$ cat src/hw/valu_pkg.sv
package valu_pkg;

   typedef logic [31:0] elem_t;                     // one vector element
   typedef logic [8:0]  opmode_t;                   // {cmp ext, sext, class, acc/sel, alu mode}
   typedef logic [2:0]  sew_t;                      // element width code

   localparam int LP_PIPE_STAGES = 4;               // issue to result valid

   localparam sew_t LP_SEW_8  = 3'd0;
   localparam sew_t LP_SEW_16 = 3'd1;
   localparam sew_t LP_SEW_32 = 3'd2;

   localparam logic [1:0] LP_CLS_NORMAL = 2'b00;    // opmode[6:5]
   localparam logic [1:0] LP_CLS_CMP    = 2'b01;
   localparam logic [1:0] LP_CLS_MUL    = 2'b10;

   localparam logic [3:0] LP_ALU_ADD = 4'b0000;     // Z + X + Y
   localparam logic [3:0] LP_ALU_SUB = 4'b0011;     // Z - (X + Y)
   localparam logic [3:0] LP_ALU_XOR = 4'b0100;     // X ^ Z or xnor with Y ones
   localparam logic [3:0] LP_ALU_AND = 4'b1100;     // X & Z or X | Z with Y ones

   localparam opmode_t LP_OP_ADD   = {2'b00, LP_CLS_NORMAL, 1'b0, LP_ALU_ADD};
   localparam opmode_t LP_OP_SUB   = {2'b00, LP_CLS_NORMAL, 1'b0, LP_ALU_SUB};
   localparam opmode_t LP_OP_AND   = {2'b00, LP_CLS_NORMAL, 1'b0, LP_ALU_AND};
   localparam opmode_t LP_OP_OR    = {2'b00, LP_CLS_NORMAL, 1'b1, LP_ALU_AND};
   localparam opmode_t LP_OP_XOR   = {2'b00, LP_CLS_NORMAL, 1'b0, LP_ALU_XOR};
   localparam opmode_t LP_OP_MUL   = 9'h040;
   localparam opmode_t LP_OP_MACC  = 9'h050;        // bit 4 picks op3 as addend
   localparam opmode_t LP_OP_MULHU = 9'h058;        // bits 4 and 3 take the high half
   localparam opmode_t LP_OP_MULH  = 9'h0d8;        // signed so sext is set
   localparam opmode_t LP_OP_SLT   = 9'h020;
   localparam opmode_t LP_OP_SLTU  = 9'h021;
   localparam opmode_t LP_OP_SLE   = 9'h022;
   localparam opmode_t LP_OP_SLEU  = 9'h023;
   localparam opmode_t LP_OP_SGT   = 9'h024;
   localparam opmode_t LP_OP_SGTU  = 9'h025;
   localparam opmode_t LP_OP_SEQ   = 9'h120;        // bit 8 extends the compare codes
   localparam opmode_t LP_OP_SNE   = 9'h121;

   localparam logic [1:0] LP_X_NORMAL  = 2'b11;     // A:B
   localparam logic [1:0] LP_X_MUL     = 2'b01;     // product
   localparam logic [1:0] LP_X_MUL_ACC = 2'b01;
   localparam logic [1:0] LP_Y_NORMAL  = 2'b00;     // zero
   localparam logic [1:0] LP_Y_ONES    = 2'b10;     // all ones for or/xnor
   localparam logic [1:0] LP_Y_MUL     = 2'b01;     // product partner
   localparam logic [1:0] LP_Y_MUL_ACC = 2'b01;
   localparam logic [2:0] LP_Z_NORMAL  = 3'b011;    // C
   localparam logic [2:0] LP_Z_P       = 3'b010;    // P feedback
   localparam logic [2:0] LP_Z_MUL     = 3'b000;    // zero
   localparam logic [2:0] LP_Z_MUL_ACC = 3'b011;    // C carries op3

endpackage

$ cat src/hw/vrf_pkg.sv
package vrf_pkg;

   localparam int LP_NUM_REGS    = 32;
   localparam int LP_ADDR_W      = $clog2(LP_NUM_REGS);
   localparam int LP_NUM_LANES   = 2;
   localparam int LP_QUEUE_DEPTH = 4;                     // entries per lane queue
   localparam int LP_PTR_W       = $clog2(LP_QUEUE_DEPTH);
   localparam int LP_CNT_W       = $clog2(LP_QUEUE_DEPTH + 1);

   typedef logic [LP_ADDR_W-1:0] vreg_addr_t;
   typedef logic [$clog2(LP_NUM_LANES)-1:0] lane_t;
   typedef logic [LP_PTR_W-1:0] ptr_t;                    // queue slot index
   typedef logic [LP_CNT_W-1:0] cnt_t;                    // fill level and credits

endpackage

$ cat src/hw/vector_regfile.sv
module vector_regfile (
   input  logic                clk,
   input  logic                wr_en_i,
   input  vrf_pkg::vreg_addr_t wr_addr_i,
   input  valu_pkg::elem_t     wr_data_i,
   input  vrf_pkg::vreg_addr_t rd_addr_i,
   output valu_pkg::elem_t     rd_data_o        // one cycle after rd_addr_i
);

   valu_pkg::elem_t mem [vrf_pkg::LP_NUM_REGS];

   always_ff @(posedge clk)
   begin
      if (wr_en_i)
         mem[wr_addr_i] <= wr_data_i;
      rd_data_o <= mem[rd_addr_i];               // old data on same cycle write
   end

endmodule

$ cat config.mk
export PLATFORM = sky130hd
export DESIGN_NAME = vector_regfile
export DESIGN_NICKNAME = d
export VERILOG_FILES = /design/src/hw/valu_pkg.sv /design/src/hw/vrf_pkg.sv /design/src/hw/vector_regfile.sv
export SDC_FILE = /design/constraint.sdc
export NUM_CORES = 1
export LEC_CHECK = 0
export BUFFER_PORTS_ARGS = -buffer_cell sky130_fd_sc_hd__clkbuf_2
export CORE_MARGIN = 3
export CORE_UTILIZATION = 41
export DETAILED_ROUTE_END_ITERATION = 10
export PLACE_DENSITY_LB_ADDON = 0.1
export SLEW_MARGIN = 20
export SYNTH_ARGS = -nofsm -noshare
export SYNTH_HDL_FRONTEND = slang
export SYNTH_SLANG_ARGS = --single-unit
$ cat constraint.sdc
create_clock -name clk -period 3.7 [get_ports clk]
set_input_delay 0.185 -clock clk [delete_from_list [all_inputs] [get_ports clk]]
set_output_delay 0.185 -clock clk [all_outputs]
set_load 0.02 [all_outputs]
==> results.cfg, run 1 <==
[outcome]
status = complete, no violations

[floorplanning]
core_mm2 = 0.0973
num_io_pins = 76
initial_core_util = 0.416
fp.dieH_um = 320
std_cell_rows = 114
die_area_mm2 = 0.103
die_w_um = 320

[layout]
fin_cells = 3789
fin_util = 0.479
final_common_cell = edfxtp_1
post_route_cells_drive_above_1_share = 0.151
layout_common_cells = 1024 x edfxtp_1, 512 x mux2i_1, 111 x clkbuf_16, 98 x nand3_1, 97 x nand2_1
nNetsFinal = 2459
syn_to_final_growth_pct = 15.1

[clock_tree]
clkLatencyLatePin_ns = 0.68
cts-root-buf = clkbuf_16
holdBufCountCts = 0
cts_resized = 0
cts-buffers-inserted = 109
path_clk_slew_ns = 0.06
htree_levels = 3
post_cts_buffers = 0
cts_tree = yes
clock_sinks = 1056
cts.path.max_buffers = 3

[hold_path]
hold_depth = 5
hp-class = input port to register

[timing]
period_minus_slack_ns = 2.03
fin_skew_ns = 0.0189
max_freq_mhz = 494
finalMaxSlewViolations = 0
fin_ws_ns = 1.67
rsz0062_at_grt = no
period_share = 0.547
max_slew_margin = 0.243
setup_viol_count_final = 0
fin_setup_tns_ns = 0
finalHoldViolations = 0
worst_slew_pin_slew_ns = 1.14

[critical_path]
cp_num_buf_inv = 2
path_depth = 7
critPathKind = input port to register
arrival_ns = 2.51
slowest_delay_ns = 0.51
r2r_cells = 5
slowest_stage = nor2b_4
cp_cell_sequence = clkbuf_2 -> nor2b_4 -> buf_4 -> a22o_1 -> nor3_1 -> a31oi_1 -> nand3_1
start_kind = input port
cp-end-kind = register
path_delay_family = simple AND/OR/NAND/NOR gates
crit_fanout = 24
cp.required_ns = 4.19

[routing]
dr.first_iter.drc_count = 1923
drc = 0
wl_per_cell_um = 28.7
routed_wl_mm = 109
postRouteAntennaNets = 0
route.vias.total = 21005
viasPerCell = 5.54
drt_first_pass_iters = 5

[synth]
syn-cell-area_mm2 = 0.0405
syn-num-nets = 2304
synth_cell_types = 25
yosysSeqAreaShare = 0.775
synth-seq-cells = 1056
syn_inst = 2260
syn_avg_cell_area_um2 = 17.9
ys_warn_count = 0

[placed_design]
hpwl_mm = 65.6
place_congestion = 0.779
numPortBuffers = 75
place_ws_ns = 0.928
dp.cells = 3580

[global_routing]
antenna_found_initial = 0
grt_pass1_wl_mm = 156
gr-usage-all-layers = 0.212
grt_pass1_vias = 21424
grt-ovfl-total = 0
grt_max_degree = 72

[power]
finalPower_mw = 25.7
power_density_mw_per_mm2 = 551
p_leak_nw = 16.2
ir_drop_mv = 0.331

[job]
drv_cap = 0
## stage by stage
step,hold WS (ns),area (um2)
detailed placement,0.580,43000
global placement,0.590,43000
CTS,0.154,46600
floorplan,0.284,40500
global route,0.202,46600
finish,0.223,46600
## synthesized netlist by cell type
| cell | n | share of area |
|---|---|---|
| a22oi_1 | 96 | 0.018 |
| buf_2 | 26 | 0.0032 |
| edfxtp_1 | 1024 | 0.76 |
| nor3_1 | 32 | 0.0040 |
| nand3_1 | 98 | 0.012 |
| and2_1 | 1 | 0.00015 |
| nor2_1 | 34 | 0.0032 |
| or2_2 | 1 | 0.00015 |
| buf_4 | 33 | 0.0061 |
| nand2b_1 | 2 | 0.00031 |
| clkbuf_4 | 2 | 0.00037 |
| or3_1 | 1 | 0.00015 |
| or3b_2 | 3 | 0.00065 |
| clkbuf_1 | 46 | 0.0043 |
| nor2b_1 | 1 | 0.00015 |
| dfxtp_1 | 32 | 0.016 |
| a21oi_1 | 96 | 0.012 |
| nand2_1 | 98 | 0.0091 |
| buf_1 | 5 | 0.00046 |
| buf_6 | 15 | 0.0042 |
| mux2i_1 | 512 | 0.13 |
| a22o_1 | 64 | 0.014 |
| a31oi_1 | 32 | 0.0049 |
| and2b_1 | 1 | 0.00019 |
| nand3b_1 | 5 | 0.00093 |
## power by group
group | internal, mW | leakage, nW | switching [mW]
Clock | 6.40 | 1.76 | 4.50
Sequential | 13.3 | 9.49 | 0.0804
Combinational | 0.427 | 4.98 | 0.974
## worst min-delay path, delay by kind of cell
family	cells	cell delay, ns
buf+inv	1	0.21
simple gates	3	0.19
mux	1	0.19
## kinds of logic (layout without fill, tap and decap cells)
group           after synthesis  in the layout  share of synthesized area
compound gates              288            288                     0.0485
mux                         512            512                      0.127
other cells                   0              2                          0
simple gates                277            277                     0.0310
flops                      1056           1056                      0.775
buf+inv                     127            378                     0.0186
## metal layers
metal  up-vias  global-route usage  share of wire
met5         -                   0              0
met4         0              0.0488          0.021
met1     11027               0.288           0.43
li1       9315                   -              -
met3       157              0.0263          0.039
met2       506               0.366           0.51
## cell type report
class / instances / area, um2
antenna: 2 / 5.00
clock buffer: 143 / 2970
clock inverter: 64 / 614
fill: 8235 / 50700
multi-input combinational: 1077 / 8610
sequential: 1056 / 31400
tap: 1276 / 1600
timing repair buffer: 171 / 1410
## path summary, 6_finish.rpt
path                                      startpoint  slack (ns)                     to
worst min-delay path                    rd_addr_i[0]        0.22   rd_data_o[7]$_DFF_P_
worst max register to register  mem[5][21]$_DFFE_PP_        1.81  rd_data_o[21]$_DFF_P_
worst min register to register  mem[26][7]$_DFFE_PP_        0.60   rd_data_o[7]$_DFF_P_
worst max-delay path                    rd_addr_i[2]        1.67  rd_data_o[21]$_DFF_P_
## registers in the layout (all words and copies together), names as in the netlist
signal     count
mem         1024
rd_data_o     32
Power figures use the tool's default switching activity.
==> run 2: changes to the inputs <==
==> constraint.sdc (replaced) <==
create_clock -name clk -period 1.7 [get_ports clk]
set_input_delay 0.085 -clock clk [delete_from_list [all_inputs] [get_ports clk]]
set_output_delay 0.085 -clock clk [all_outputs]
set_load 0.02 [all_outputs]
==> results.cfg, run 2 (synthesis gave the netlist of run 1 again) <==
[outcome]
status = complete, no violations

[power]
ir_drop_mv = 0.797
p_sw_mw = 11.8
power_frac_seq = 0.533
finalPower_mw = 54.6
intPower_mw = 42.9
p_leak_nw = 17.0
combPwrFrac = 0.059
power_density_mw_per_mm2 = 1130
sw_frac_of_total = 0.215
clockPowerShare = 0.407

[placed_design]
placed_area_mm2 = 0.0450
dp.cells = 3710
hpwl_mm = 66.3
place_congestion = 0.779
numPortBuffers = 75

[routing]
drt_first_pass_iters = 6
dr.first_iter.drc_count = 1770
viasPerCell = 5.52
postRouteAntennaNets = 0
wl_per_cell_um = 27.9
route.vias.total = 21584
routed_wl_mm = 109
drc = 0

[layout]
syn_to_final_growth_pct = 19.3
fin_cells = 3908
antennaDiodeCount = 0
final.fill_count = 8025
fin_util = 0.496
final_area_mm2 = 0.0483
final_common_cell = edfxtp_1
top_register = mem
layout_common_cells = 1024 x edfxtp_1, 512 x mux2i_1, 122 x buf_4, 111 x clkbuf_16, 104 x buf_12
post_route_cells_drive_above_1_share = 0.187
nNetsFinal = 2589
largest_reg_flops = 1024
reg.largest.list = mem x1024, rd_data_o x32

[timing]
period_minus_slack_ns = 1.53
fin_skew_ns = 0.0261
max_slew_margin = 0.519
worst_slew_pin_slew_ns = 0.722
max_freq_mhz = 655
finalHoldViolations = 0
setup_viol_count_final = 0
hold_slack_ns = 0.0471
period_share = 0.898
finalMaxSlewViolations = 0
rsz0062_at_grt = no

[clock_tree]
path_clk_slew_ns = 0.06
post_cts_buffers = 0
cts.path.max_buffers = 3
cts_tree = yes
htree_levels = 3
cts_resized = 0
clkLatencyLatePin_ns = 0.67
holdBufCountCts = 0
cts-root-buf = clkbuf_16
cts-buffers-inserted = 109
clock_sinks = 1056

[critical_path]
crit_fanout = 1
cp.required_ns = 2.22
r2r_start = mem[1][12]$_DFFE_PP_
crit_start = mem[1][12]$_DFFE_PP_
r2r_setup_slack_ns = 0.17
r2r_cells = 6
start_kind = register
critPathKind = register to register
cp-end-kind = register
arrival_ns = 2.04
reg2reg_to = rd_data_o[12]$_DFF_P_

[floorplanning]
die_w_um = 320
core_mm2 = 0.0973
initial_core_util = 0.416
die_area_mm2 = 0.103
fp.dieH_um = 320
num_io_pins = 76
std_cell_rows = 114

[hold_path]
worstHoldEndpoint = mem[30][3]$_DFFE_PP_
hp-class = input port to register
hold_depth = 1
hp-start = wr_data_i[3]

[global_routing]
grt_pass1_wl_mm = 157
gr-usage-all-layers = 0.213
antenna_found_initial = 0
grt-ovfl-total = 0
grt_pass1_vias = 21893
grt_max_degree = 38

[job]
drv_cap = 0
## run 2: how the worst max path moves through the flow
stage	end	depth (start not counted)
finish	rd_data_o[12]$_DFF_P_	6
CTS	rd_data_o[15]	1
global route	rd_data_o[15]$_DFF_P_	6
global placement	rd_data_o[31]$_DFF_P_	9
floorplan	mem[27][0]$_DFFE_PP_	2
detailed placement	rd_data_o[31]$_DFF_P_	9
## run 2: power groups by stage
stage	clock [mW]	sequential [mW]	combinational, mW
3_3_place_gp	0	29.7	3.25
5_1_grt	23.9	29.1	3.48
3_5_place_dp	0	29.7	3.28
6_report	22.3	29.1	3.25
2_1_floorplan	0	29.7	1.51
4_1_cts	22.7	29.1	3.28
## run 2: layout make-up
type	count	area, um2	area share
sequential	1056	31400	0.650
clock buffer	141	2900	0.0601
multi-input combinational	1077	8610	0.178
clock inverter	57	402	0.00832
timing repair buffer	301	3380	0.0701
tap	1276	1600	0.0331
## run 2: metal layers
| metal | GRT usage | up-vias | wire length (um) |
|---|---|---|---|
| met5 | 0 | - | 0 |
| met1 | 0.294 | 11342 | 48800 |
| met4 | 0.0584 | 0 | 2560 |
| li1 | - | 9573 | - |
| met3 | 0.0299 | 166 | 4600 |
| met2 | 0.356 | 503 | 53300 |
## run 2: metrics by stage
step	worst slack [ns]	setup TNS, ns
floorplan	-0.470	-215.24
global placement	-0.165	-0.622
detailed placement	-0.178	-0.762
CTS	0.153	0
global route	0.0800	0
finish	0.173	0
## run 2: worst max-delay path, cell delays in order (launching register included)
cell and delay, ns:
edfxtp_1 0.36, mux2i_1 0.18, a22o_1 0.16, nor3_1 0.05, buf_4 0.15, a31oi_1 0.31, nand3_1 0.17
