### src/hw/valu_pkg.sv
package valu_pkg;

   typedef logic [31:0] elem_t;                     // one vector element
   typedef logic [8:0]  opmode_t;                   // {cmp ext, sext, class, acc/sel, alu mode}
   typedef logic [2:0]  sew_t;                      // element width code

   localparam int LP_PIPE_STAGES = 4;               // issue to result valid

   localparam sew_t LP_SEW_8  = 3'd0;
   localparam sew_t LP_SEW_16 = 3'd1;
   localparam sew_t LP_SEW_32 = 3'd2;

   localparam logic [1:0] LP_CLS_NORMAL = 2'b00;    // opmode[6:5]
   localparam logic [1:0] LP_CLS_CMP    = 2'b01;
   localparam logic [1:0] LP_CLS_MUL    = 2'b10;

   localparam logic [3:0] LP_ALU_ADD = 4'b0000;     // Z + X + Y
   localparam logic [3:0] LP_ALU_SUB = 4'b0011;     // Z - (X + Y)
   localparam logic [3:0] LP_ALU_XOR = 4'b0100;     // X ^ Z or xnor with Y ones
   localparam logic [3:0] LP_ALU_AND = 4'b1100;     // X & Z or X | Z with Y ones

   localparam opmode_t LP_OP_ADD   = {2'b00, LP_CLS_NORMAL, 1'b0, LP_ALU_ADD};
   localparam opmode_t LP_OP_SUB   = {2'b00, LP_CLS_NORMAL, 1'b0, LP_ALU_SUB};
   localparam opmode_t LP_OP_AND   = {2'b00, LP_CLS_NORMAL, 1'b0, LP_ALU_AND};
   localparam opmode_t LP_OP_OR    = {2'b00, LP_CLS_NORMAL, 1'b1, LP_ALU_AND};
   localparam opmode_t LP_OP_XOR   = {2'b00, LP_CLS_NORMAL, 1'b0, LP_ALU_XOR};
   localparam opmode_t LP_OP_MUL   = 9'h040;
   localparam opmode_t LP_OP_MACC  = 9'h050;        // bit 4 picks op3 as addend
   localparam opmode_t LP_OP_MULHU = 9'h058;        // bits 4 and 3 take the high half
   localparam opmode_t LP_OP_MULH  = 9'h0d8;        // signed so sext is set
   localparam opmode_t LP_OP_SLT   = 9'h020;
   localparam opmode_t LP_OP_SLTU  = 9'h021;
   localparam opmode_t LP_OP_SLE   = 9'h022;
   localparam opmode_t LP_OP_SLEU  = 9'h023;
   localparam opmode_t LP_OP_SGT   = 9'h024;
   localparam opmode_t LP_OP_SGTU  = 9'h025;
   localparam opmode_t LP_OP_SEQ   = 9'h120;        // bit 8 extends the compare codes
   localparam opmode_t LP_OP_SNE   = 9'h121;

   localparam logic [1:0] LP_X_NORMAL  = 2'b11;     // A:B
   localparam logic [1:0] LP_X_MUL     = 2'b01;     // product
   localparam logic [1:0] LP_X_MUL_ACC = 2'b01;
   localparam logic [1:0] LP_Y_NORMAL  = 2'b00;     // zero
   localparam logic [1:0] LP_Y_ONES    = 2'b10;     // all ones for or/xnor
   localparam logic [1:0] LP_Y_MUL     = 2'b01;     // product partner
   localparam logic [1:0] LP_Y_MUL_ACC = 2'b01;
   localparam logic [2:0] LP_Z_NORMAL  = 3'b011;    // C
   localparam logic [2:0] LP_Z_P       = 3'b010;    // P feedback
   localparam logic [2:0] LP_Z_MUL     = 3'b000;    // zero
   localparam logic [2:0] LP_Z_MUL_ACC = 3'b011;    // C carries op3

endpackage

### src/hw/alu_lane.sv
module alu_lane (
   input  logic              clk,
   input  logic              rstn,
   input  logic              issue_vld_i,
   input  valu_pkg::opmode_t opmode_i,
   input  valu_pkg::sew_t    sew_i,
   input  valu_pkg::elem_t   op1_i,
   input  valu_pkg::elem_t   op2_i,
   input  valu_pkg::elem_t   op3_i,         // addend for macc
   output logic              res_vld_o,
   output valu_pkg::elem_t   res_data_o
);

   logic [valu_pkg::LP_PIPE_STAGES-1:0] vld_q;
   valu_pkg::opmode_t op_s0;
   valu_pkg::opmode_t op_s1;                // multiply alu bits cleared
   valu_pkg::opmode_t op_s2;
   valu_pkg::sew_t    sew_s0;
   valu_pkg::sew_t    sew_s1;
   valu_pkg::sew_t    sew_s2;
   valu_pkg::elem_t   op1_q;
   valu_pkg::elem_t   op2_q;
   valu_pkg::elem_t   op3_q;
   valu_pkg::elem_t   op1_x;                // width adjusted operands
   valu_pkg::elem_t   op2_x;
   valu_pkg::opmode_t cmp_code;
   logic              cmp_next;
   logic [1:0]        cmp_q;
   logic              macc_s0;
   valu_pkg::elem_t   slc_a;
   valu_pkg::elem_t   slc_b;
   valu_pkg::elem_t   slc_c;
   logic [1:0]        xsel;
   logic [1:0]        ysel;
   logic [2:0]        zsel;
   logic [3:0]        alumode;
   logic              p_clr;
   logic [47:0]       p;
   logic              mul_hi_s2;
   valu_pkg::elem_t   res_next;
   valu_pkg::elem_t   res_q;

   // sign or zero extend an element to 32 bits
   function automatic valu_pkg::elem_t fmt_operand(valu_pkg::elem_t v, valu_pkg::sew_t sew,
                                                   logic sext);
      fmt_operand = v;
      if (sew == valu_pkg::LP_SEW_8)
         fmt_operand = sext ? {{24{v[7]}}, v[7:0]} : {24'h0, v[7:0]};
      else if (sew == valu_pkg::LP_SEW_16)
         fmt_operand = sext ? {{16{v[15]}}, v[15:0]} : {16'h0, v[15:0]};
   endfunction

   always_ff @(posedge clk)
   begin
      if (!rstn)
      begin
         vld_q  <= '0;
         op_s0  <= '0;
         op_s1  <= '0;
         op_s2  <= '0;
         sew_s0 <= '0;
         sew_s1 <= '0;
         sew_s2 <= '0;
      end
      else
      begin
         vld_q <= {vld_q[valu_pkg::LP_PIPE_STAGES-2:0], issue_vld_i};
         op_s0 <= opmode_i;
         if (op_s0[6:5] == valu_pkg::LP_CLS_MUL)
            op_s1 <= {op_s0[8:3], 3'b000};  // slice only adds for multiply
         else
            op_s1 <= op_s0;
         op_s2  <= op_s1;
         sew_s0 <= sew_i;
         sew_s1 <= sew_s0;
         sew_s2 <= sew_s1;
      end
   end

   always_ff @(posedge clk)
   begin
      op1_q <= op1_i;
      op2_q <= op2_i;
      op3_q <= op3_i;
      cmp_q <= {cmp_q[0], cmp_next};        // flag rides beside the slice
      res_q <= res_next;
   end

   assign op1_x = fmt_operand(op1_q, sew_s0, op_s0[7]);
   assign op2_x = fmt_operand(op2_q, sew_s0, op_s0[7]);
   assign cmp_code = {op_s0[8], 1'b0, op_s0[6:0]};  // sext bit ignored

   always_comb
   begin
      case (cmp_code)
         valu_pkg::LP_OP_SLT:  cmp_next = signed'(op1_x) < signed'(op2_x);
         valu_pkg::LP_OP_SLTU: cmp_next = op1_x < op2_x;
         valu_pkg::LP_OP_SLE:  cmp_next = signed'(op1_x) <= signed'(op2_x);
         valu_pkg::LP_OP_SLEU: cmp_next = op1_x <= op2_x;
         valu_pkg::LP_OP_SGT:  cmp_next = signed'(op1_x) > signed'(op2_x);
         valu_pkg::LP_OP_SGTU: cmp_next = op1_x > op2_x;
         valu_pkg::LP_OP_SEQ:  cmp_next = op1_x == op2_x;
         valu_pkg::LP_OP_SNE:  cmp_next = op1_x != op2_x;
         default:              cmp_next = 1'b0;
      endcase
   end

   // slice operands in stage 0
   assign macc_s0 = (op_s0[6:5] == valu_pkg::LP_CLS_MUL) && (op_s0[4:3] == 2'b10);
   assign slc_a = (op_s0[6:5] == valu_pkg::LP_CLS_MUL) ? op1_x : {32{op2_x[31]}};
   assign slc_b = op2_x;
   assign slc_c = macc_s0 ? op3_q : op1_x;

   // slice control in stage 1
   always_comb
   begin
      xsel = valu_pkg::LP_X_NORMAL;
      ysel = op_s1[4] ? valu_pkg::LP_Y_ONES : valu_pkg::LP_Y_NORMAL;
      zsel = valu_pkg::LP_Z_NORMAL;
      if (op_s1[6:5] == valu_pkg::LP_CLS_MUL)
      begin
         if (op_s1[4:3] == 2'b10)
         begin
            xsel = valu_pkg::LP_X_MUL_ACC;
            ysel = valu_pkg::LP_Y_MUL_ACC;
            zsel = valu_pkg::LP_Z_MUL_ACC;
         end
         else
         begin
            xsel = valu_pkg::LP_X_MUL;
            ysel = valu_pkg::LP_Y_MUL;
            zsel = valu_pkg::LP_Z_MUL;
         end
      end
   end

   assign alumode = {op_s1[3] & (op_s1[6:5] == valu_pkg::LP_CLS_NORMAL), op_s1[2:0]};
   assign p_clr   = op_s1[6:5] == valu_pkg::LP_CLS_CMP;  // compare result starts from zero

   dsp_slice u_dsp_slice (
      .clk       (clk),
      .rstn      (rstn),
      .a_i       (slc_a),
      .b_i       (slc_b),
      .c_i       (slc_c),
      .xsel_i    (xsel),
      .ysel_i    (ysel),
      .zsel_i    (zsel),
      .alumode_i (alumode),
      .p_clr_i   (p_clr),
      .p_o       (p)
   );

   // result formatting in stage 2
   assign mul_hi_s2 = (op_s2[6:5] == valu_pkg::LP_CLS_MUL) && (op_s2[4:3] == 2'b11);

   always_comb
   begin
      res_next = (op_s2[6:5] == valu_pkg::LP_CLS_CMP) ? {p[31:1], cmp_q[1]} : p[31:0];
      if (sew_s2 == valu_pkg::LP_SEW_8)
         res_next = mul_hi_s2 ? {24'h0, p[15:8]} : {24'h0, res_next[7:0]};
      else if (sew_s2 == valu_pkg::LP_SEW_16)
         res_next = mul_hi_s2 ? {16'h0, p[31:16]} : {16'h0, res_next[15:0]};
   end

   assign res_vld_o  = vld_q[valu_pkg::LP_PIPE_STAGES-1];
   assign res_data_o = res_q;

endmodule

### src/hw/dsp_slice.sv
module dsp_slice (
   input  logic            clk,
   input  logic            rstn,
   input  valu_pkg::elem_t a_i,            // multiplicand and upper part of A:B
   input  valu_pkg::elem_t b_i,            // multiplier and lower part of A:B
   input  valu_pkg::elem_t c_i,
   input  logic [1:0]      xsel_i,
   input  logic [1:0]      ysel_i,
   input  logic [2:0]      zsel_i,
   input  logic [3:0]      alumode_i,
   input  logic            p_clr_i,        // clears P on the next edge
   output logic [47:0]     p_o
);

   logic signed [47:0] a_q;                // input registers
   logic signed [47:0] b_q;
   logic [47:0]        c_q;
   logic signed [47:0] m;                  // product low 48 bits
   logic [47:0]        ab;
   logic [47:0]        x;
   logic [47:0]        y;
   logic [47:0]        z;
   logic [47:0]        p_next;
   logic [47:0]        p_q;

   always_ff @(posedge clk)
   begin
      a_q <= {{16{a_i[31]}}, a_i};         // sign extend into the slice width
      b_q <= {{16{b_i[31]}}, b_i};
      c_q <= {{16{c_i[31]}}, c_i};
   end

   assign m  = a_q * b_q;
   assign ab = {a_q[15:0], b_q[31:0]};     // concatenated A:B operand

   always_comb
   begin
      case (xsel_i)
         valu_pkg::LP_X_MUL:    x = m;
         valu_pkg::LP_X_NORMAL: x = ab;
         default:               x = '0;
      endcase
      case (ysel_i)
         valu_pkg::LP_Y_ONES: y = '1;
         2'b11:               y = c_q;
         default:             y = '0;      // product partner folded into X
      endcase
      case (zsel_i)
         valu_pkg::LP_Z_NORMAL: z = c_q;
         valu_pkg::LP_Z_P:      z = p_q;
         default:               z = '0;
      endcase
   end

   always_comb
   begin
      case (alumode_i)
         valu_pkg::LP_ALU_SUB: p_next = z - (x + y);
         valu_pkg::LP_ALU_XOR: p_next = (ysel_i == valu_pkg::LP_Y_NORMAL) ? x ^ z : ~(x ^ z);
         valu_pkg::LP_ALU_AND: p_next = (ysel_i == valu_pkg::LP_Y_NORMAL) ? x & z : x | z;
         default:              p_next = z + x + y;
      endcase
   end

   always_ff @(posedge clk)
   begin
      if (!rstn || p_clr_i)
      begin
         p_q <= '0;
      end
      else
      begin
         p_q <= p_next;
      end
   end

   assign p_o = p_q;

endmodule

### config.mk
export PLATFORM = sky130hd
export DESIGN_NAME = alu_lane
export DESIGN_NICKNAME = d
export VERILOG_FILES = /design/src/hw/valu_pkg.sv /design/src/hw/alu_lane.sv /design/src/hw/dsp_slice.sv
export SDC_FILE = /design/constraint.sdc
export NUM_CORES = 2
export LEC_CHECK = 0
export ABC_CLOCK_PERIOD_IN_PS = 10150
export BUFFER_PORTS_ARGS = -buffer_cell sky130_fd_sc_hd__buf_4
export CAP_MARGIN = 20
export CORE_ASPECT_RATIO = 1.5
export CORE_MARGIN = 4
export CORE_UTILIZATION = 45
export CTS_CLUSTER_DIAMETER = 50
export DETAILED_ROUTE_END_ITERATION = 8
export GPL_ROUTABILITY_DRIVEN = 0
export PLACE_DENSITY = 0.69
export REMOVE_ABC_BUFFERS = 1
export SKIP_LAST_GASP = 1
export SLEW_MARGIN = 5
export SYNTH_ARGS = -nofsm -noshare
export SYNTH_HDL_FRONTEND = slang
export SYNTH_HIERARCHICAL = 1
export SYNTH_SLANG_ARGS = --single-unit
### constraint.sdc
create_clock -name clk -period 10.15 [get_ports clk]
set_input_delay 0.5075 -clock clk [delete_from_list [all_inputs] [get_ports clk]]
set_output_delay 0.5075 -clock clk [all_outputs]
set_load 0.02 [all_outputs]
==> results.cfg <==
[cts]
numClockSinks = 291
cts_tree = done
clk_pin_slew_ps = 60
numCtsBuffers = 41
cts_root_buffer = clkbuf_16
clk_path_buf_depth = 3
clk_latency_ps = 600
cts.htree.levels = 2

[timing]
finalMaxSlewViolations = 0
layout_worst_path_cycle_share_pct = 96.1
final-setup-viol-count = 0
min_period_ps = 9760
finalHoldViolations = 0
fin_setup_tns_ps = 0
fmax_mhz = 103
slew_headroom_pct = 25.0
fin_skew_ps = 57.6
worst_pin_slew_ps = 1120

[yosys]
ys_warn_count = 6
synthCells = 3753
post_synth.cell_area_avg_um2 = 8.91
syn_area_mm2 = 0.0334

[critical_path]
cp.arrival_ps = 10200
end_kind = flop
crit_start = u_dsp_slice/a_q[11]
critPathBufInv = 5
cp_top_family = adder cells
path_max_fanout = 9
crit_path_frequent_cell = fa_1
cp_slowest_cell = fa_1
rr_startpoint = u_dsp_slice/a_q[11]
crit_type = reg -> reg
critical-path-max-stage-delay_ps = 550
cp-start-kind = flop
required_ps = 10600

[grt]
first_global_vias = 28200
overflow = 0
grt_start_max_net_pins = 70
track_usage_pct = 25.8
grt_pass1_wl_um = 158000
grt_antenna_before_repair = 5

[layout]
fillCellCount = 6686
fin_nets = 4756
syn_to_final_growth_pct = 12.8
drive_above_1_share_pct = 9.81
fin_util_pct = 51.1

[die]
die_w_um = 231
dieArea_mm2 = 0.0788
core_area_mm2 = 0.0737
dieHeight_um = 342
io-pin-count = 144
row_count = 122
initial_core_util_pct = 45.3

[min_path]
hp-start = op2_i[10]
holdCritPathClass = in -> reg

[power_and_ir_drop]
power_leakage_nw = 18.4
power_density_mw_per_mm2 = 431
ir_worst_vdd_uv = 748

[flow_run]
max-cap-violations = 0

[detailed_routing]
dr.pass1.iters = 5
drc = 0
vias = 25900
postRouteWirelength_um = 101000
wire_per_inst_um = 20.7
vias_per_cell = 5.33
drtAntennaViolNets = 0
drt_iter0_markers = 1578

[run_status]
status = complete, no violations

[placement]
hpwl_um = 81800
portBuffers = 143
[stage by stage]
stage	setup WS (ps)	std cells	instance area, um^2	hold slack (ps)	power, mW
3_3_place_gp	154	4704	35400	322	14.3
5_1_grt	-4.67	4857	37700	1.68	17.6
4_1_cts	5.52	4853	37600	1.37	16.0
2_1_floorplan	626	3479	32400	310	10.7
6_report	395	4862	37700	22.8	16.2
3_5_place_dp	18.4	4704	35400	329	14.3
[worst register-to-register path, delay by kind of cell (launching register included)]
kind / cells / cell delay, ps
AOI/OAI and AO/OA: 15 / 2730
xor gates and xnor gates: 2 / 220
adders and majority gates: 11 / 5090
buffers and inverters: 5 / 330
DFF: 1 / 540
muxes: 1 / 260
and+or+nand+nor: 4 / 500
[cell usage in the layout (no fill, tap or decap), drive strengths merged, types with 5 or more instances in the layout]
master	n
a22o	29
dlygate4sd3	75
ha	310
dfxtp	291
buf	234
or2	5
a21o	34
nand2	291
mux2i	14
a211oi	16
o21bai	14
mux2	16
or3	9
fa	504
xor2	38
nor3	13
nand4	17
o21a	44
and2	410
clkbuf	51
o21ai	85
a22oi	11
and3	10
diode	6
nor2b	34
nand2b	22
xnor2	66
inv	662
nand3	25
a21boi	6
a31oi	6
o22ai	15
o211ai	32
nor2	137
a21oi	269
clkinv	9
[routing by layer]
metal  share of wire, %  global-route usage, %  vias up
met3                6.5                   4.71      366
met2                 51                   46.8      979
met5              0.017                      0        -
li1                   -                      -    11700
met1                 35                   27.5    12800
met4                7.8                   16.2        2
[area by class of cell]
type / count / area (um^2) / share of cell area, %
clock inverters: 25 / 324 / 0.859
clock buffers: 51 / 1110 / 2.95
flip-flops and latches: 291 / 5850 / 15.5
well taps: 992 / 1240 / 3.29
repair buffers: 309 / 2520 / 6.69
inverters: 648 / 2430 / 6.45
multi-input cells: 2540 / 24200 / 64.2
diodes: 6 / 15.0 / 0.0398
[report_power, final]
part	switching (mW)	internal, mW
combinational	7.61	5.69
sequential	0.184	1.26
clock	0.633	0.866
total	8.42	7.81
[final timing paths]
| path | endpoint | slack [ps] | cells past startpoint |
|---|---|---|---|
| min reg2reg | cmp_q[1] | 340 | 0 |
| max | u_dsp_slice/p_o[31] | 390 | 38 |
| min | op2_q[10] | 20 | 1 |
| max reg2reg | u_dsp_slice/p_o[31] | 390 | 38 |
[sequential cells by signal (all words and copies together) (netlist names), 32 cells and up]
name,count
u_dsp_slice/p_o,32
op1_q,32
u_dsp_slice/b_q,32
op3_q,32
res_data_o,32
u_dsp_slice/a_q,32
op2_q,32
u_dsp_slice/c_q,32
[timing repair]
action                                  4_1_cts  5_1_grt
pin swaps                                     0        2
endpoints found under the hold margin        73        2
gates resized for setup                       2       20
hold buffers                                 73        2
buffers inserted                              0        1
endpoints found under the setup margin        3        8
(Power assumes the default switching activity.)
