==> src/hw/valu_pkg.sv <==
package valu_pkg;

   typedef logic [31:0] elem_t;                     // one vector element
   typedef logic [8:0]  opmode_t;                   // {cmp ext, sext, class, acc/sel, alu mode}
   typedef logic [2:0]  sew_t;                      // element width code

   localparam int LP_PIPE_STAGES = 4;               // issue to result valid

   localparam sew_t LP_SEW_8  = 3'd0;
   localparam sew_t LP_SEW_16 = 3'd1;
   localparam sew_t LP_SEW_32 = 3'd2;

   localparam logic [1:0] LP_CLS_NORMAL = 2'b00;    // opmode[6:5]
   localparam logic [1:0] LP_CLS_CMP    = 2'b01;
   localparam logic [1:0] LP_CLS_MUL    = 2'b10;

   localparam logic [3:0] LP_ALU_ADD = 4'b0000;     // Z + X + Y
   localparam logic [3:0] LP_ALU_SUB = 4'b0011;     // Z - (X + Y)
   localparam logic [3:0] LP_ALU_XOR = 4'b0100;     // X ^ Z or xnor with Y ones
   localparam logic [3:0] LP_ALU_AND = 4'b1100;     // X & Z or X | Z with Y ones

   localparam opmode_t LP_OP_ADD   = {2'b00, LP_CLS_NORMAL, 1'b0, LP_ALU_ADD};
   localparam opmode_t LP_OP_SUB   = {2'b00, LP_CLS_NORMAL, 1'b0, LP_ALU_SUB};
   localparam opmode_t LP_OP_AND   = {2'b00, LP_CLS_NORMAL, 1'b0, LP_ALU_AND};
   localparam opmode_t LP_OP_OR    = {2'b00, LP_CLS_NORMAL, 1'b1, LP_ALU_AND};
   localparam opmode_t LP_OP_XOR   = {2'b00, LP_CLS_NORMAL, 1'b0, LP_ALU_XOR};
   localparam opmode_t LP_OP_MUL   = 9'h040;
   localparam opmode_t LP_OP_MACC  = 9'h050;        // bit 4 picks op3 as addend
   localparam opmode_t LP_OP_MULHU = 9'h058;        // bits 4 and 3 take the high half
   localparam opmode_t LP_OP_MULH  = 9'h0d8;        // signed so sext is set
   localparam opmode_t LP_OP_SLT   = 9'h020;
   localparam opmode_t LP_OP_SLTU  = 9'h021;
   localparam opmode_t LP_OP_SLE   = 9'h022;
   localparam opmode_t LP_OP_SLEU  = 9'h023;
   localparam opmode_t LP_OP_SGT   = 9'h024;
   localparam opmode_t LP_OP_SGTU  = 9'h025;
   localparam opmode_t LP_OP_SEQ   = 9'h120;        // bit 8 extends the compare codes
   localparam opmode_t LP_OP_SNE   = 9'h121;

   localparam logic [1:0] LP_X_NORMAL  = 2'b11;     // A:B
   localparam logic [1:0] LP_X_MUL     = 2'b01;     // product
   localparam logic [1:0] LP_X_MUL_ACC = 2'b01;
   localparam logic [1:0] LP_Y_NORMAL  = 2'b00;     // zero
   localparam logic [1:0] LP_Y_ONES    = 2'b10;     // all ones for or/xnor
   localparam logic [1:0] LP_Y_MUL     = 2'b01;     // product partner
   localparam logic [1:0] LP_Y_MUL_ACC = 2'b01;
   localparam logic [2:0] LP_Z_NORMAL  = 3'b011;    // C
   localparam logic [2:0] LP_Z_P       = 3'b010;    // P feedback
   localparam logic [2:0] LP_Z_MUL     = 3'b000;    // zero
   localparam logic [2:0] LP_Z_MUL_ACC = 3'b011;    // C carries op3

endpackage

==> src/hw/vrf_pkg.sv <==
package vrf_pkg;

   localparam int LP_NUM_REGS    = 32;
   localparam int LP_ADDR_W      = $clog2(LP_NUM_REGS);
   localparam int LP_NUM_LANES   = 2;
   localparam int LP_QUEUE_DEPTH = 4;                     // entries per lane queue
   localparam int LP_PTR_W       = $clog2(LP_QUEUE_DEPTH);
   localparam int LP_CNT_W       = $clog2(LP_QUEUE_DEPTH + 1);

   typedef logic [LP_ADDR_W-1:0] vreg_addr_t;
   typedef logic [$clog2(LP_NUM_LANES)-1:0] lane_t;
   typedef logic [LP_PTR_W-1:0] ptr_t;                    // queue slot index
   typedef logic [LP_CNT_W-1:0] cnt_t;                    // fill level and credits

endpackage

==> src/hw/wb_arbiter.sv <==
module wb_arbiter (
   input  logic                               clk,
   input  logic                               rstn,
   input  logic [vrf_pkg::LP_NUM_LANES-1:0]   issue_vld_i,     // takes a credit
   input  logic [vrf_pkg::LP_NUM_LANES-1:0]   res_vld_i,
   input  vrf_pkg::vreg_addr_t                res_addr_i [vrf_pkg::LP_NUM_LANES],
   input  valu_pkg::elem_t                    res_data_i [vrf_pkg::LP_NUM_LANES],
   output logic [vrf_pkg::LP_NUM_LANES-1:0]   busy_o,
   output logic                               wb_vld_o,
   output vrf_pkg::lane_t                     wb_lane_o,
   output vrf_pkg::vreg_addr_t                wb_addr_o,
   output valu_pkg::elem_t                    wb_data_o
);

   vrf_pkg::vreg_addr_t q_addr [vrf_pkg::LP_NUM_LANES][vrf_pkg::LP_QUEUE_DEPTH];
   valu_pkg::elem_t     q_data [vrf_pkg::LP_NUM_LANES][vrf_pkg::LP_QUEUE_DEPTH];
   vrf_pkg::ptr_t       wr_ptr [vrf_pkg::LP_NUM_LANES];
   vrf_pkg::ptr_t       rd_ptr [vrf_pkg::LP_NUM_LANES];
   vrf_pkg::cnt_t       count  [vrf_pkg::LP_NUM_LANES];      // queue fill
   vrf_pkg::cnt_t       credit [vrf_pkg::LP_NUM_LANES];      // free slots not yet promised
   logic [vrf_pkg::LP_NUM_LANES-1:0] not_empty;
   logic [vrf_pkg::LP_NUM_LANES-1:0] pop;
   vrf_pkg::lane_t      last_q;                               // lowest priority next
   vrf_pkg::lane_t      cand;
   vrf_pkg::lane_t      gnt;
   logic                gnt_vld;

   always_comb
   begin
      for (int n = 0; n < vrf_pkg::LP_NUM_LANES; n++)
      begin
         not_empty[n] = count[n] != '0;
         busy_o[n]    = credit[n] == '0;
      end
   end

   // round robin starting after the last grant
   always_comb
   begin
      gnt_vld = 1'b0;
      gnt     = last_q;
      cand    = last_q;
      for (int i = 1; i <= vrf_pkg::LP_NUM_LANES; i++)
      begin
         cand = vrf_pkg::lane_t'((int'(last_q) + i) % vrf_pkg::LP_NUM_LANES);
         if (!gnt_vld && not_empty[cand])
         begin
            gnt_vld = 1'b1;
            gnt     = cand;
         end
      end
      pop      = '0;
      pop[gnt] = gnt_vld;
   end

   always_ff @(posedge clk)
   begin
      if (!rstn)
      begin
         for (int n = 0; n < vrf_pkg::LP_NUM_LANES; n++)
         begin
            wr_ptr[n] <= '0;
            rd_ptr[n] <= '0;
            count[n]  <= '0;
            credit[n] <= vrf_pkg::cnt_t'(vrf_pkg::LP_QUEUE_DEPTH);
         end
         last_q <= '0;
      end
      else
      begin
         for (int n = 0; n < vrf_pkg::LP_NUM_LANES; n++)
         begin
            if (res_vld_i[n])
               wr_ptr[n] <= wr_ptr[n] + 1'b1;  // wraps at queue depth
            if (pop[n])
               rd_ptr[n] <= rd_ptr[n] + 1'b1;
            count[n]  <= count[n] + res_vld_i[n] - pop[n];
            credit[n] <= credit[n] - issue_vld_i[n] + pop[n];  // back when written
         end
         if (gnt_vld)
            last_q <= gnt;
      end
   end

   always_ff @(posedge clk)
   begin
      for (int n = 0; n < vrf_pkg::LP_NUM_LANES; n++)
      begin
         if (res_vld_i[n])
         begin
            q_addr[n][wr_ptr[n]] <= res_addr_i[n];
            q_data[n][wr_ptr[n]] <= res_data_i[n];
         end
      end
   end

   assign wb_vld_o  = gnt_vld;
   assign wb_lane_o = gnt;
   assign wb_addr_o = q_addr[gnt][rd_ptr[gnt]];            // head of granted queue
   assign wb_data_o = q_data[gnt][rd_ptr[gnt]];

endmodule

==> config.mk <==
export PLATFORM = sky130hd
export DESIGN_NAME = wb_arbiter
export DESIGN_NICKNAME = d
export VERILOG_FILES = /design/src/hw/valu_pkg.sv /design/src/hw/vrf_pkg.sv /design/src/hw/wb_arbiter.sv
export SDC_FILE = /design/constraint.sdc
export NUM_CORES = 1
export LEC_CHECK = 0
export ABC_AREA = 0
export BUFFER_PORTS_ARGS = -buffer_cell sky130_fd_sc_hd__buf_4
export CELL_PAD_IN_SITES_DETAIL_PLACEMENT = 0
export CELL_PAD_IN_SITES_GLOBAL_PLACEMENT = 1
export CORE_MARGIN = 5
export CORE_UTILIZATION = 29
export CTS_BUF_LIST = sky130_fd_sc_hd__clkbuf_4
export CTS_CLUSTER_DIAMETER = 60
export DETAILED_ROUTE_END_ITERATION = 6
export GPL_TIMING_DRIVEN = 0
export PLACE_DENSITY = 0.59
export SETUP_SLACK_MARGIN = 0.5
export SYNTH_ARGS = -nofsm -noshare
export SYNTH_HDL_FRONTEND = slang
export SYNTH_SLANG_ARGS = --single-unit
==> constraint.sdc <==
create_clock -name clk -period 2.8 [get_ports clk]
set_input_delay 0.28 -clock clk [delete_from_list [all_inputs] [get_ports clk]]
set_output_delay 0.28 -clock clk [all_outputs]
set_load 0.01 [all_outputs]
==> results.cfg, run 1 <==
[outcome]
status = complete, no violations

[synth]
synth-seq-area-share_pct = 76.1
ys_ff_latch = 317
synth_fa_ha_area_share_pct = 2.17
ys_warn_count = 0
synthCells = 546
synth_compound_area_share_pct = 0.233
avgSynthCellArea_um2 = 22.6
synth_cell_types = 26
synth_top_family_by_area = multiplexers
syn-num-nets = 645
synth_xor_area_share_pct = 0.710
syn_area_mm2 = 0.0123
synth-simple-area-share_pct = 1.92
synthMuxAreaShare_pct = 17.2

[timing]
setup_viol_count_final = 0
slew_headroom_pct = 39.6
fin_crit_ps = 2730
clock_skew_ps = 36.3
finalCritPeriodShare_pct = 97.6
max_freq_mhz = 366
setup_slack_ps = 66.8
tightestPinTransition_ps = 907
hold_viol = 0
rsz0062_at_grt = yes
slew_violations = 0

[power_and_ir_drop]
power_mw = 16.7
power_per_cell_area_mw_per_mm2 = 999
p_leak_nw = 5.98
ir_drop_mv = 0.522

[clock_network]
clk_pin_slew_ps = 70
clock-sinks = 317
h-tree-depth = 3
clockBufferDepth = 3
cts_made_buffers = 84
clock_latency_ps = 730
cts_tree = built
cts-root-buf = clkbuf_4

[route]
routedWlPerCell_um = 19.9
firstDrtPassIters = 4
vias = 6412
drt_wl_total_um = 29000
ant_nets = 0
drc = 0
routed_via_density = 4.40
drt_iter0_drc = 321

[final_layout]
syn_to_final_growth_pct = 35.2
design_area_mm2 = 0.0167
drive_above_1_share_pct = 47.7
fillers = 3881
final_nets = 951

[worst_setup_path]
r2r_cells = 11
r2r_end = count[0][5]
crit_required_ps = 2520
slowest_delay_ps = 400
critPathKind = reg -> out
rrSetupSlack_ps = 420
critPathLaunchType = flop
cp.arrival_ps = 2450
worstPathCellList = or3_4 > mux2i_4 > buf_12 > clkbuf_16 > mux2_4 > buf_6
crit_slowest_cell = or3_4
r2r_start = count[0][1]
crit_fanout = 4
endpoint_kind = output port
crit_buf_inv = 3
crit_family = multiplexers

[placement]
gp_congestion = 0.663
dpl_cell_area_mm2 = 0.0141
pre_cts_slack_ps = 231
portBuffers = 120
post-dp-hpwl_um = 17700

[die]
fp.dieH_um = 216
core-area_mm2 = 0.0420
pin_count = 121
die_w_um = 216
start_util_pct = 29.3
die_area_mm2 = 0.0468
rows = 75

[global_route]
grt_pass1_wl_um = 42900
grt_max_degree = 27
track_usage_pct = 12.3
grt_overflow = 0
grt_pass1_vias = 7087
antenna_found_initial = 3

[min_path]
hold_end = credit[0][3]
whs_path_depth = 5
hp-class = in -> reg
hold_path_startpoint = issue_vld_i[1]

[job]
max_cap_viol_count = 0
==> worst register-to-register path, cell delays in order (launching register included) <==
cell and delay (ps):
dfxtp_2 320, or3_4 400, buf_4 150, buf_6 110, a21oi_4 160, ha_4 140
inv_1 30, ha_2 170, fa_2 380, xnor2_2 150, xnor2_1 120, and2_1 150
==> metrics by stage <==
stage                     hold WS [ps]  utilization [%]  instances  setup TNS, ps
final                              145             39.7       1458              0
after global routing              67.0             39.7       1458          -1830
after CTS                         37.5             39.3       1450           -975
after detailed placement           483             33.5       1213              0
after global placement             482             33.1       1205         -43530
after floorplan                    379                -        546              0
==> cell families after synthesis <==
kind of cell	count (synthesis)
adder cells (fa/ha/maj)	19
AO/OA/AOI/OAI	5
AND/OR/NAND/NOR	42
XOR/XNOR	10
multiplexers	113
flip-flops	317
buffers and inverters	40
==> power breakdown <==
| part | switching, mW | total [mW] | internal [mW] | leakage (nW) |
|---|---|---|---|---|
| sequential | 0.153 | 5.72 | 5.56 | 2.91 |
| clock | 1.82 | 4.20 | 2.38 | 0.684 |
| combinational | 2.80 | 6.74 | 3.94 | 2.38 |
==> layer usage <==
| layer | vias to the layer above | share of wire (%) | global-route usage (%) |
|---|---|---|---|
| li1 | 2899 | - | - |
| met1 | 3315 | 45 | 16.1 |
| met2 | 154 | 49 | 19.8 |
| met3 | 42 | 4.3 | 3.57 |
| met4 | 2 | 1.7 | 3.90 |
| met5 | - | 0.024 | 0 |
==> layout make-up <==
cell class	count	area, um2	share of cell area (%)
clock inverters	14	110	0.660
clock buffers	137	1030	6.17
inverters	19	71.3	0.428
flip-flops and latches	317	9390	56.3
well taps	539	674	4.04
multi-input cells	189	2930	17.5
repair buffers	220	2190	13.1
plain buffers	21	277	1.66
diodes	2	5.00	0.0300
==> synthesized netlist by cell type <==
cell      number  area [um2]
edfxtp_1     304        9130
mux4_2        74        1670
mux2_2        28         315
and2_1        19         119
inv_1         19        71.3
ha_1          15         188
dfxtp_1       13         260
nor2_1        12        45.0
mux2_1        10         113
xnor2_1       10        87.6
buf_2          6        30.0
clkbuf_1       5        18.8
buf_4          4        30.0
fa_1           4        80.1
buf_6          3        33.8
nand2_1        3        11.3
nand2b_1       3        18.8
nor3_1         3        15.0
o21ai_0        3        15.0
buf_1          2        7.51
a21oi_1        1        5.00
buf_8          1        15.0
mux2i_4        1        22.5
nor3_4         1        16.3
o41ai_1        1        8.76
or3_4          1        11.3
==> how the worst max path moves through the flow <==
stage                       startpoint             to  slack [ps]  depth (start not counted)
after global routing       count[0][0]  wb_data_o[26]         -90                          6
after CTS                  count[0][0]  wb_data_o[19]         -80                          6
after detailed placement  rd_ptr[1][1]   wb_data_o[8]         230                          5
after floorplan            count[0][1]    count[0][5]         640                          9
after global placement    wr_ptr[0][2]   q_addr[1][7]        -310                          3
final                      count[0][1]  wb_data_o[26]          70                          6
==> registers in the layout, summed over array words and instances (netlist names) <==
name	flops
credit	6
q_addr	40
wr_ptr	4
rd_ptr	4
last_q	1
q_data	256
count	6
==> layout by cell type (no fill, tap or decap), types with 8 or more instances in the layout <==
master | synthesis | routed
edfxtp_1 | 304 | 304
clkbuf_4 | 0 | 137
buf_4 | 4 | 94
dlygate4sd3_1 | 0 | 77
mux4_2 | 74 | 74
buf_6 | 3 | 43
mux2_4 | 0 | 37
inv_1 | 19 | 19
buf_12 | 0 | 18
ha_1 | 15 | 13
nor2_1 | 12 | 12
dfxtp_1 | 13 | 11
and2_1 | 19 | 10
xnor2_1 | 10 | 9
and2_2 | 0 | 8
clkinv_1 | 0 | 8
==> timing repair <==
action                     in CTS  in global routing
gates resized for setup       108                 20
gates cloned                    1                  2
hold buffers                   77                  0
pin swaps                       1                  3
setup endpoints to repair      40                 40
buffers inserted                8                  4
hold endpoints to repair      315                  0
(Power assumes the default switching activity.)
==> run 2, diff against run 1 <==
--- a/config.mk
+++ b/config.mk
@@ -7,15 +7,13 @@
 export LEC_CHECK = 0
 export ABC_AREA = 0
 export BUFFER_PORTS_ARGS = -buffer_cell sky130_fd_sc_hd__buf_4
-export CELL_PAD_IN_SITES_DETAIL_PLACEMENT = 0
-export CELL_PAD_IN_SITES_GLOBAL_PLACEMENT = 1
 export CORE_MARGIN = 5
 export CORE_UTILIZATION = 29
 export CTS_BUF_LIST = sky130_fd_sc_hd__clkbuf_4
 export CTS_CLUSTER_DIAMETER = 60
 export DETAILED_ROUTE_END_ITERATION = 6
 export GPL_TIMING_DRIVEN = 0
-export PLACE_DENSITY = 0.59
+export PLACE_DENSITY = 0.55
 export SETUP_SLACK_MARGIN = 0.5
 export SYNTH_ARGS = -nofsm -noshare
 export SYNTH_HDL_FRONTEND = slang
==> results.cfg, run 2 (synthesized netlist as in run 1, its figures left out) <==
[route]
firstDrtPassIters = 4
drt_iter0_drc = 298
routedWlPerCell_um = 19.5
routed_via_density = 4.38
drc = 0
ant_nets = 0
drt_wl_total_um = 28400
vias = 6372

[worst_setup_path]
endpoint_kind = output port
rrSetupSlack_ps = 530
crit_buf_inv = 3
crit_family = multiplexers
critPathLaunchType = flop
crit_fanout = 5
critPathKind = reg -> out
slowest_delay_ps = 400
crit_required_ps = 2520
worstPathCellList = or3_4 > mux2i_4 > buf_8 > buf_12 > mux2_4 > buf_6
cp.arrival_ps = 2510
crit_slowest_cell = or3_4

[final_layout]
post-route-util_pct = 39.6
final_nets = 951
largest_reg_flops = 256
syn_to_final_growth_pct = 35.0
final_cell_mix = 304 x edfxtp_1, 119 x clkbuf_4, 93 x buf_4
layout_commonest_cell = edfxtp_1
drive_above_1_share_pct = 46.3

[power_and_ir_drop]
power_per_cell_area_mw_per_mm2 = 995
ir_drop_mv = 0.464
p_leak_nw = 5.94

[die]
pin_count = 121
die_area_mm2 = 0.0468
fp.dieH_um = 216
die_w_um = 216
start_util_pct = 29.3
core-area_mm2 = 0.0420
rows = 75

[outcome]
status = complete, no violations

[global_route]
grt_pass1_wl_um = 42200
track_usage_pct = 12.1
grt_pass1_vias = 7034
antenna_found_initial = 2
grt_overflow = 0
grt_max_degree = 25

[timing]
finalCritPeriodShare_pct = 99.5
fin_crit_ps = 2790
setup_tns_ps = 0
clock_skew_ps = 33.0
rsz0062_at_grt = yes
max_freq_mhz = 359
slew_headroom_pct = 52.8
setup_viol_count_final = 0
slew_violations = 0
tightestPinTransition_ps = 699
hold_viol = 0

[placement]
post-dp-hpwl_um = 17800
gp_congestion = 0.680
portBuffers = 120

[min_path]
hp-class = in -> reg

[clock_network]
h-tree-depth = 3
clock_latency_ps = 720
clockBufferDepth = 3
cts_made_buffers = 82
clock-sinks = 317
clk_pin_slew_ps = 70
cts-root-buf = clkbuf_4
cts_tree = built

[job]
max_cap_viol_count = 0
[run 2: changes by cell type in the layout (fill, tap and decap cells not counted), moves of 3 or more]
cell	previous run	this run
clkinv_1	8	17
buf_12	18	21
dfxtp_1	11	8
clkbuf_4	137	119
dfxtp_2	2	5
[run 2: power breakdown]
part	internal, mW	leakage [nW]	switching [mW]
registers	5.57	2.91	0.138
clock network	2.23	0.637	1.84
logic	4.02	2.39	2.78
[run 2: routing by layer]
layer,vias to the layer above,track usage [%],share of wire (%)
met4,0,4.52,2.4
met1,3232,15.6,44
met5,-,0,0
met3,57,3.47,4.8
met2,172,19.6,49
li1,2911,-,-
[run 2: worst paths after layout]
check	startpoint	end	cells after the start
setup / recovery	count[0][1]	wb_data_o[13]	6
hold / removal	issue_vld_i[0]	credit[0][0]	5
setup reg to reg	count[0][1]	count[0][5]	10
hold reg to reg	credit[0][1]	credit[0][2]	2
[run 2: area by class of cell]
class                      instances  area (um2)
fill                            3868       25400
sequential                       317        9400
multi-input combinational        189        2900
timing repair buffer             222        2230
clock buffer                     119         893
tap                              539         674
buffer                            21         298
clock inverter                    26         184
inverter                          19        71.3
antenna                            3        7.51
[run 2: worst reg2reg max path, delay by kind of cell (launching register included)]
kind	cells	cell delay, ps
XOR/XNOR	2	260
AO/OA/AOI/OAI	1	180
buffers and inverters	2	200
AND/OR/NAND/NOR	2	550
adder cells (fa/ha/maj)	3	670
flip-flops	1	340
[run 2: through the flow]
stage          area [um2]  hold WS, ps  setup WS [ps]  total power, mW  instances
3_3_place_gp        13900          483           -181             10.8       1205
4_1_cts             16500         58.8          -65.4             16.4       1446
3_5_place_dp        14100          483            220             10.9       1213
2_1_floorplan       12300          379            644             8.88        546
6_report            16600          137           14.8             16.6       1455
5_1_grt             16600         99.4           -121             17.5       1455
[run 2: what timing repair did]
item / in CTS / in global routing
cloned: 1 / 3
hold buffers: 77 / 0
endpoints found under the setup margin: 39 / 40
buffers inserted: 10 / 3
pin swaps: 1 / 2
endpoints found under the hold margin: 317 / 0
resized for setup: 111 / 25
